$ cat config.mk
export PLATFORM = sky130hd
export DESIGN_NAME = hdng_ctrl_top
export DESIGN_NICKNAME = d
export VERILOG_FILES = /design/src/verilog/hdng_pkg.sv /design/src/verilog/hdng_regs.sv /design/src/verilog/hdng_err.sv /design/src/verilog/pid.sv /design/src/verilog/mtr_pwm.sv /design/src/verilog/hdng_ctrl_top.sv
export SDC_FILE = /design/constraint.sdc
export NUM_CORES = 1
export LEC_CHECK = 0
export BUFFER_PORTS_ARGS = -buffer_cell sky130_fd_sc_hd__buf_4
export CAP_MARGIN = 10
export CORE_ASPECT_RATIO = 0.9
export CORE_MARGIN = 2
export CORE_UTILIZATION = 27
export DETAILED_ROUTE_END_ITERATION = 8
export GPL_TIMING_DRIVEN = 0
export SYNTH_ARGS = -nofsm -noshare
export SYNTH_HDL_FRONTEND = slang
export SYNTH_HIERARCHICAL = 1
export SYNTH_SLANG_ARGS = --single-unit
$ cat constraint.sdc
create_clock -name clk -period 14.77 [get_ports clk]
set_input_delay 1.477 -clock clk [delete_from_list [all_inputs] [get_ports clk]]
set_output_delay 1.477 -clock clk [all_outputs]
set_load 0.01 [all_outputs]
$ cat src/verilog/hdng_pkg.sv
// Shared definitions for the heading controller.
// Vector types, the bus handshake states, the PID gains
// and the AXI4-Lite register map.
`default_nettype none

package hdng_pkg;

  ////////////////////
  // Vector types.
  ////////////////////
  typedef logic signed [11:0] hdng_t;    // Heading or heading error.
  typedef logic signed [9:0]  err_sat_t; // Error saturated to 10 bits.
  typedef logic signed [10:0] spd_t;     // Signed wheel speed.
  typedef logic [9:0]         frwrd_t;   // Unsigned forward speed.
  typedef logic [9:0]         duty_t;    // PWM duty and counter value.
  typedef logic [4:0]         axi_addr_t;
  typedef logic [31:0]        axi_data_t;

  // Handshake states, shared by the write and read channels.
  typedef enum logic {
    BUS_IDLE,
    BUS_RESP
  } bus_state_t;

  ////////////////////
  // PID gains.
  ////////////////////
  localparam logic signed [5:0] P_COEFF = 6'sd16;
  localparam logic signed [4:0] D_COEFF = 5'sd7;
  // Valid samples back for the derivative.
  localparam int D_DEPTH = 3;

  ////////////////////
  // Register byte offsets.
  ////////////////////
  localparam axi_addr_t REG_CTRL    = 5'h00;
  localparam axi_addr_t REG_DESIRED = 5'h04;
  localparam axi_addr_t REG_FRWRD   = 5'h08;
  localparam axi_addr_t REG_SPEED   = 5'h0C;
  localparam axi_addr_t REG_ERROR   = 5'h10;

endpackage

`default_nettype wire

$ cat src/verilog/hdng_regs.sv
// AXI4-Lite register block.
// Holds moving, desired heading and forward speed.
// Returns the wheel speeds and the heading error on status reads.
`timescale 1ns/10ps
`default_nettype none

module hdng_regs import hdng_pkg::*; (
  input  wire              clk,
  input  wire              rst_n,
  // Write address and data channels.
  input  wire axi_addr_t   awaddr,
  input  wire              awvalid,
  output logic             awready,
  input  wire axi_data_t   wdata,
  input  wire logic [3:0]  wstrb,
  input  wire              wvalid,
  output logic             wready,
  // Write response channel.
  output logic [1:0]       bresp,
  output logic             bvalid,
  input  wire              bready,
  // Read channels.
  input  wire axi_addr_t   araddr,
  input  wire              arvalid,
  output logic             arready,
  output axi_data_t        rdata,
  output logic [1:0]       rresp,
  output logic             rvalid,
  input  wire              rready,
  // Status from the datapath.
  input  wire spd_t        lft_spd,
  input  wire spd_t        rght_spd,
  input  wire hdng_t       error,
  // Control to the datapath.
  output logic             moving,
  output hdng_t            desired,
  output frwrd_t           frwrd
);

  bus_state_t wr_state;
  bus_state_t rd_state;
  logic       wr_go;
  logic       rd_go;
  axi_data_t  rd_mux;

  ////////////////////
  // Write channel.
  ////////////////////
  // Address and data are taken together, in the idle state only.
  assign wr_go   = (wr_state == BUS_IDLE) && awvalid && wvalid;
  assign awready = wr_go;
  assign wready  = wr_go;
  assign bvalid  = (wr_state == BUS_RESP);
  // Always OKAY.
  assign bresp   = 2'b00;

  always_ff @(posedge clk or negedge rst_n) begin
    if (!rst_n) begin
      wr_state <= BUS_IDLE;
      moving   <= 1'b0;
      desired  <= '0;
      frwrd    <= '0;
    end else begin
      case (wr_state)
        BUS_IDLE: begin
          if (wr_go) begin
            wr_state <= BUS_RESP;
            // Decode, per byte lane. Read-only offsets fall through.
            case (awaddr)
              REG_CTRL: begin
                if (wstrb[0])
                  moving <= wdata[0];
              end
              REG_DESIRED: begin
                if (wstrb[0])
                  desired[7:0] <= wdata[7:0];
                if (wstrb[1])
                  desired[11:8] <= wdata[11:8];
              end
              REG_FRWRD: begin
                if (wstrb[0])
                  frwrd[7:0] <= wdata[7:0];
                if (wstrb[1])
                  frwrd[9:8] <= wdata[9:8];
              end
              default: ;
            endcase
          end
        end
        BUS_RESP: begin
          // Response held until the master takes it.
          if (bready)
            wr_state <= BUS_IDLE;
        end
        default: wr_state <= BUS_IDLE;
      endcase
    end
  end

  ////////////////////
  // Read channel.
  ////////////////////
  assign arready = (rd_state == BUS_IDLE);
  assign rd_go   = arready && arvalid;
  assign rvalid  = (rd_state == BUS_RESP);
  assign rresp   = 2'b00;

  // Read mux. Unmapped offsets read zero.
  always_comb begin
    case (araddr)
      REG_CTRL:    rd_mux = {31'h0, moving};
      REG_DESIRED: rd_mux = {20'h0, desired};
      REG_FRWRD:   rd_mux = {22'h0, frwrd};
      // Each speed sign-extended within its half word.
      REG_SPEED:   rd_mux = {{5{rght_spd[10]}}, rght_spd, {5{lft_spd[10]}}, lft_spd};
      REG_ERROR:   rd_mux = {{20{error[11]}}, error};
      default:     rd_mux = '0;
    endcase
  end

  always_ff @(posedge clk or negedge rst_n) begin
    if (!rst_n)
      rd_state <= BUS_IDLE;
    else if (rd_go)
      rd_state <= BUS_RESP;
    else if (rvalid && rready)
      rd_state <= BUS_IDLE;
  end

  // Data captured on accept, stable while rvalid waits.
  always_ff @(posedge clk) begin
    if (rd_go)
      rdata <= rd_mux;
  end

  // Write response must not drop before bready.
  a_bvalid_hold: assert property (@(posedge clk) disable iff (!rst_n)
    bvalid && !bready |=> bvalid);

endmodule

`default_nettype wire

$ cat src/verilog/hdng_err.sv
// Heading error stage.
// Registers desired minus measured heading for each gyro sample.
`timescale 1ns/10ps
`default_nettype none

module hdng_err import hdng_pkg::*; (
  input  wire        clk,
  input  wire        rst_n,
  input  wire hdng_t hdng,
  input  wire        hdng_vld,
  input  wire hdng_t desired,
  output hdng_t      error,
  output logic       err_vld
);

  hdng_t diff;

  // 12-bit wrap on purpose.
  // A full turn is 4096 counts, so the wrapped difference
  // is the short way around the circle.
  assign diff = desired - hdng;

  ////////////////////
  // Error register.
  ////////////////////
  // Held between samples so software can read it back.
  always_ff @(posedge clk or negedge rst_n) begin
    if (!rst_n)
      error <= '0;
    else if (hdng_vld)
      error <= diff;
  end

  // One-cycle strobe, one per gyro sample.
  always_ff @(posedge clk or negedge rst_n) begin
    if (!rst_n)
      err_vld <= 1'b0;
    else
      err_vld <= hdng_vld;
  end

endmodule

`default_nettype wire

$ cat src/verilog/pid.sv
// Saturating PID controller for heading.
// Forms the left and right wheel speeds from the error and frwrd.
`timescale 1ns/10ps
`default_nettype none

module pid import hdng_pkg::*; (
  input  wire         clk,
  input  wire         rst_n,
  input  wire         moving,
  input  wire         err_vld,
  input  wire hdng_t  error,
  input  wire frwrd_t frwrd,
  output spd_t        lft_spd,
  output spd_t        rght_spd
);

  // Saturated error and its delayed valid.
  err_sat_t           err_sat;
  err_sat_t           err_sat_nxt;
  logic               err_vld_d;
  // P term.
  logic signed [13:0] p_term;
  // I term.
  logic signed [14:0] err_ext;
  logic signed [14:0] int_sum;
  logic signed [14:0] integrator;
  logic               ov;
  logic signed [8:0]  i_term;
  // D term.
  err_sat_t           d_hist [D_DEPTH+1];
  logic signed [10:0] d_diff;
  logic signed [7:0]  d_diff_sat;
  logic signed [12:0] d_term;
  // Sum and wheel speeds.
  logic signed [13:0] pid_sum;
  spd_t               frwrd_ext;
  spd_t               raw_lft;
  spd_t               raw_rght;

  ////////////////////
  // Error saturation.
  ////////////////////
  // Clip the 12-bit error to the 10-bit range.
  assign err_sat_nxt = (!error[11] && |error[10:9])  ? 10'sh1FF :
                       (error[11] && !(&error[10:9])) ? 10'sh200 :
                       error[9:0];

  always_ff @(posedge clk or negedge rst_n) begin
    if (!rst_n) begin
      err_sat   <= '0;
      err_vld_d <= 1'b0;
    end else begin
      if (err_vld)
        err_sat <= err_sat_nxt;
      // Integrator and history follow one cycle later.
      err_vld_d <= err_vld;
    end
  end

  ////////////////////
  // P term.
  ////////////////////
  assign p_term = err_sat * P_COEFF;

  ////////////////////
  // I term.
  ////////////////////
  assign err_ext = {{5{err_sat[9]}}, err_sat};
  assign int_sum = integrator + err_ext;
  // Overflow only when both operands share a sign the sum lost.
  assign ov = (err_ext[14] == integrator[14]) && (int_sum[14] != integrator[14]);

  always_ff @(posedge clk or negedge rst_n) begin
    if (!rst_n)
      integrator <= '0;
    else if (!moving)
      integrator <= '0;
    else if (err_vld_d && !ov)
      integrator <= int_sum;
  end

  // Top 9 bits only.
  assign i_term = integrator[14:6];

  ////////////////////
  // D term.
  ////////////////////
  // Slot 0 holds the newest sample, slot D_DEPTH the oldest.
  always_ff @(posedge clk or negedge rst_n) begin
    if (!rst_n) begin
      for (int i = 0; i <= D_DEPTH; i++)
        d_hist[i] <= '0;
    end else if (err_vld_d) begin
      d_hist[0] <= err_sat;
      for (int i = 1; i <= D_DEPTH; i++)
        d_hist[i] <= d_hist[i-1];
    end
  end

  // Eleven bits so the raw difference never wraps.
  assign d_diff = {err_sat[9], err_sat} - {d_hist[D_DEPTH][9], d_hist[D_DEPTH]};

  assign d_diff_sat = (!d_diff[10] && |d_diff[9:7])  ? 8'sh7F :
                      (d_diff[10] && !(&d_diff[9:7])) ? 8'sh80 :
                      d_diff[7:0];

  assign d_term = d_diff_sat * D_COEFF;

  ////////////////////
  // Sum and speeds.
  ////////////////////
  // P term halved, all three sign-extended to 14 bits.
  assign pid_sum = {p_term[13], p_term[13:1]} +
                   {{5{i_term[8]}}, i_term} +
                   {d_term[12], d_term};

  assign frwrd_ext = {1'b0, frwrd};

  // Correction is the sum divided by 8.
  assign raw_lft  = moving ? frwrd_ext + pid_sum[13:3] : '0;
  assign raw_rght = moving ? frwrd_ext - pid_sum[13:3] : '0;

  // Wrapped negative under a forward push means overflow, clamp to full.
  assign lft_spd  = (!pid_sum[13] && raw_lft[10])  ? 11'sh3FF : raw_lft;
  assign rght_spd = (pid_sum[13] && raw_rght[10])  ? 11'sh3FF : raw_rght;

  // Integrator is parked at zero whenever the robot stops.
  a_int_clear: assert property (@(posedge clk) disable iff (!rst_n)
    !moving |=> (integrator == '0));

endmodule

`default_nettype wire

$ cat src/verilog/mtr_pwm.sv
// PWM stage for both wheels.
// Shared free-running counter, registered duty and direction outputs.
`timescale 1ns/10ps
`default_nettype none

module mtr_pwm import hdng_pkg::*; (
  input  wire       clk,
  input  wire       rst_n,
  input  wire spd_t lft_spd,
  input  wire spd_t rght_spd,
  output logic      lft_pwm,
  output logic      lft_rev,
  output logic      rght_pwm,
  output logic      rght_rev
);

  duty_t cnt;
  duty_t lft_mag;
  duty_t rght_mag;

  // Absolute speed, clamped.
  // Only -1024 lands above 1023.
  function automatic duty_t spd_mag(input spd_t spd);
    logic [10:0] mag;
    mag = spd[10] ? 11'(-spd) : 11'(spd);
    spd_mag = mag[10] ? 10'h3FF : mag[9:0];
  endfunction

  assign lft_mag  = spd_mag(lft_spd);
  assign rght_mag = spd_mag(rght_spd);

  ////////////////////
  // Period counter.
  ////////////////////
  // 1024 cycles per period.
  always_ff @(posedge clk or negedge rst_n) begin
    if (!rst_n)
      cnt <= '0;
    else
      cnt <= cnt + 10'd1;
  end

  ////////////////////
  // Outputs.
  ////////////////////
  // High for mag counts of each period.
  always_ff @(posedge clk or negedge rst_n) begin
    if (!rst_n) begin
      lft_pwm  <= 1'b0;
      lft_rev  <= 1'b0;
      rght_pwm <= 1'b0;
      rght_rev <= 1'b0;
    end else begin
      lft_pwm  <= (cnt < lft_mag);
      rght_pwm <= (cnt < rght_mag);
      // Direction is just the sign.
      lft_rev  <= lft_spd[10];
      rght_rev <= rght_spd[10];
    end
  end

  // A stopped wheel gets no drive pulse.
  a_lft_off: assert property (@(posedge clk) disable iff (!rst_n)
    (lft_mag == '0) |=> !lft_pwm);
  a_rght_off: assert property (@(posedge clk) disable iff (!rst_n)
    (rght_mag == '0) |=> !rght_pwm);

endmodule

`default_nettype wire

$ cat src/verilog/hdng_ctrl_top.sv
// Heading control top level.
// Register block, error stage, PID and PWM stage.
`timescale 1ns/10ps
`default_nettype none

module hdng_ctrl_top import hdng_pkg::*; (
  input  wire             clk,
  input  wire             rst_n,
  // AXI4-Lite slave.
  input  wire axi_addr_t  awaddr,
  input  wire             awvalid,
  output wire             awready,
  input  wire axi_data_t  wdata,
  input  wire logic [3:0] wstrb,
  input  wire             wvalid,
  output wire             wready,
  output wire [1:0]       bresp,
  output wire             bvalid,
  input  wire             bready,
  input  wire axi_addr_t  araddr,
  input  wire             arvalid,
  output wire             arready,
  output axi_data_t       rdata,
  output wire [1:0]       rresp,
  output wire             rvalid,
  input  wire             rready,
  // Gyro samples.
  input  wire hdng_t      hdng,
  input  wire             hdng_vld,
  // Motor drive.
  output wire             lft_pwm,
  output wire             lft_rev,
  output wire             rght_pwm,
  output wire             rght_rev
);

  // Control from software.
  logic   moving;
  hdng_t  desired;
  frwrd_t frwrd;
  // Datapath.
  hdng_t  error;
  logic   err_vld;
  spd_t   lft_spd;
  spd_t   rght_spd;

  hdng_regs u_regs (
    .clk(clk), .rst_n(rst_n),
    .awaddr(awaddr), .awvalid(awvalid), .awready(awready),
    .wdata(wdata), .wstrb(wstrb), .wvalid(wvalid), .wready(wready),
    .bresp(bresp), .bvalid(bvalid), .bready(bready),
    .araddr(araddr), .arvalid(arvalid), .arready(arready),
    .rdata(rdata), .rresp(rresp), .rvalid(rvalid), .rready(rready),
    .lft_spd(lft_spd), .rght_spd(rght_spd), .error(error),
    .moving(moving), .desired(desired), .frwrd(frwrd)
  );

  hdng_err u_err (
    .clk(clk), .rst_n(rst_n),
    .hdng(hdng), .hdng_vld(hdng_vld), .desired(desired),
    .error(error), .err_vld(err_vld)
  );

  pid u_pid (
    .clk(clk), .rst_n(rst_n),
    .moving(moving), .err_vld(err_vld), .error(error), .frwrd(frwrd),
    .lft_spd(lft_spd), .rght_spd(rght_spd)
  );

  mtr_pwm u_pwm (
    .clk(clk), .rst_n(rst_n),
    .lft_spd(lft_spd), .rght_spd(rght_spd),
    .lft_pwm(lft_pwm), .lft_rev(lft_rev),
    .rght_pwm(rght_pwm), .rght_rev(rght_rev)
  );

endmodule

`default_nettype wire

==> impl_results.md <==
- CP Class: reg2reg
- Slew @ Worst Pin: 1.04 ns
- DP Wirelength: 23000 um
- WL/cell: 15.5 um
- Slew headroom: 30.2%
- Num rows: 71
- Status: finished, final reports clean
- Inst Count DP: 1834
- Post-CTS resize count: 0
- Initial drt markers: 669
- Io pins: 111
- CORE AREA: 41600 sq um
- Cts bufs inserted: 17
- Final period util: 83.0%
- Unique masters post-synth: 81
- Gr usage total: 13.7%
- Antenna violations before repair: 0
- CTS tree: done
- CTS max path bufs: 2
- Post-CTS Setup Inserts: 0
- H-tree Lvls: 4
- Drt first pass iters: 5
- Worst Hold Class: reg2reg
- Layout cells sized above 1: 17.7%
- Largest area contributor in the netlist: dfrtp_1
- Final worst slack: 2.51 ns
- P&R area growth vs syn: 17.5%
- Asr flop ratio synth: 83.1%
- EDFF count, synth: 24
- M1 WL: 14400 um
- Mean Syn Cell Area: 9.45 sq um
- Crit path largest cell delay: 0.56 ns
- Worst Path Required: 15.10 ns
- Die X: 220 um
- Die Ht: 198 um
- Slowest CP cell: fa_1
- Worst-Skew Late Latency: 0.43 ns
- Critical path buffer and inverter count: 10
- Top_reg_cell synth: dfrtp_1
- Starting Density: 27.2%
- Met3 Routed Length: 1090 um
- Synth area leaders: dfrtp_1 (26%), ha_1 (12%), edfxtp_1 (6.4%)
- DRC violations left: 0
- Post-Syn Area: 11300 sq um
- Vias in the first global route: 8987
- Crit start category: flip-flop
- ANT cells: 0
- Routability Congestion: 0.890
- Data arrival, critical path: 12.58 ns
- Vias: 9074
- Post-synth top cells: dfrtp_1 (118), ha_1 (110), inv_1 (110), nor2_1 (76), a21oi_1 (71)
- Met2 wire length: 12800 um
- CP top delay family: compound AO/OA/AOI/OAI gates
- Min Hold Slack: 0.395 ns
- # setup viols final: 0
- CTS Hold Bufs: 0
- DIE AREA: 43600 sq um
- Final hold viol count: 0
- Count leader, synth: dfrtp_1
- Reg clk slew, reported paths: 0.06 ns
- Crit path time final: 12.26 ns
- Sequential area share after synthesis: 32.4%
- Non-Filler Instances: 1866
- Yosys reg bits: 142
- Top sig layer: met4
- Endpoint class of the critical path: flip-flop
- Post-Route WL: 28900 um
- Fmax: 0.0816 GHz
- Largest net degree at the start of global routing: 72
- Filler cells: 4323
- First-pass GRT wire length: 47100 um
- RSZ-0062 raised after global routing: false
- DP Worst Slack: 2.61 ns
- Port bufs: 84
- Fin nets: 1503
- Via density: 4.86
- Setup TNS: 0 ns
- Post-route antenna net violation count: 0
- Overflow after GRT: 0
- Slew Viols, Final: 0
- Post-Syn Instances: 1198
- Yosys top cell area share: 26.1%
- Max cap viols: 0
- CTS sink cnt: 142
- Final Skew: 0.00707 ns
- Crit-path max FO: 10
- Yosys warns: 6
- Root Buffer: clkbuf_16
## metal layers
metal,vias up,track usage (%)
li1,4480,-
met1,4350,19.4
met2,207,21.2
met3,37,2.01
met4,0,4.55
met5,-,0
## state kept, by name, summed over array words and instances, names as in the netlist, 10 cells and up
register / flops
u_err/error: 12
u_pid/d_hist: 40
u_pid/err_sat: 10
u_pid/integrator: 15
u_pwm/cnt: 10
u_regs/desired: 12
u_regs/frwrd: 10
u_regs/rdata: 24
## stage by stage
stage / cell area [sq um] / utilization [%]
2_1_floorplan: 11300 / -
3_3_place_gp: 12600 / 30.4
3_5_place_dp: 12700 / 30.6
4_1_cts: 13300 / 32.0
5_1_grt: 13300 / 32.0
6_report: 13300 / 32.0
## worst register-to-register path: cells and delay by family (launching register included)
family | cells | cell delay (ns)
mux | 1 | 0.16
simple gates | 10 | 2.46
compound gates | 19 | 4.14
xor+xnor | 1 | 0.23
flops | 1 | 0.43
buf+inv | 10 | 1.28
fa+ha+maj | 10 | 3.46
## path summary, 6_finish.rpt
kind / cells after the start / slack [ns] / start / to
worst max-delay path: 51 / 2.51 / u_pid/err_sat[0]$_DFFE_PN0P_ / u_pwm/lft_pwm$_DFF_PN0_
worst min-delay path: 0 / 0.40 / u_err/err_vld$_DFF_PN0_ / u_pid/err_vld_d$_DFF_PN0_
worst max register to register: 51 / 2.51 / u_pid/err_sat[0]$_DFFE_PN0P_ / u_pwm/lft_pwm$_DFF_PN0_
worst min register to register: 0 / 0.40 / u_err/err_vld$_DFF_PN0_ / u_pid/err_vld_d$_DFF_PN0_
max in group asynchronous: 2 / 13.03 / rst_n / u_regs/frwrd[7]$_DFFE_PN0P_
min in group asynchronous: 1 / 0.96 / rst_n / u_pwm/rght_rev$_DFF_PN0_
## cell type report
class,count,area (sq um),area share (%)
Buffer,50,246,1.85
Clock buffer,17,425,3.20
Clock inverter,15,174,1.31
Inverter,111,417,3.13
Multi-Input combinational cell,898,7000,52.6
Sequential cell,142,3670,27.6
Tap cell,547,684,5.14
Timing Repair Buffer,86,689,5.18
## layout by cell type (no fill, tap or decap), types with 19 or more instances in the layout
master,Yosys,final
edfxtp_1,24,24
o21ai_0,49,49
xnor2_1,52,52
mux2i_1,19,19
buf_4,14,97
nor2_1,76,76
a21oi_1,71,71
nand2_1,60,60
inv_1,110,110
dfrtp_1,118,118
ha_1,110,110
nand3_1,69,69
fa_1,21,21
a21o_1,25,25
mux2_2,62,62
clkbuf_1,30,30
xor2_1,25,25
## cells by family (layout without fill, tap and decap cells)
family                     after synthesis  count (layout)  share of synthesized area [%]
other                                    1               4                         0.0331
buffers and inverters                  161             279                           5.86
adders and majority gates              131             131                           15.9
muxes                                   82              82                           8.04
and+or+nand+nor                        328             328                           15.3
AOI/OAI and AO/OA                      276             276                           16.5
DFF                                    142             142                           32.4
xor gates and xnor gates                77              77                           5.96
Power is left out: the tool's default activity adds up to more than one toggle a clock period on the data nets, which glitch-free logic cannot reach.
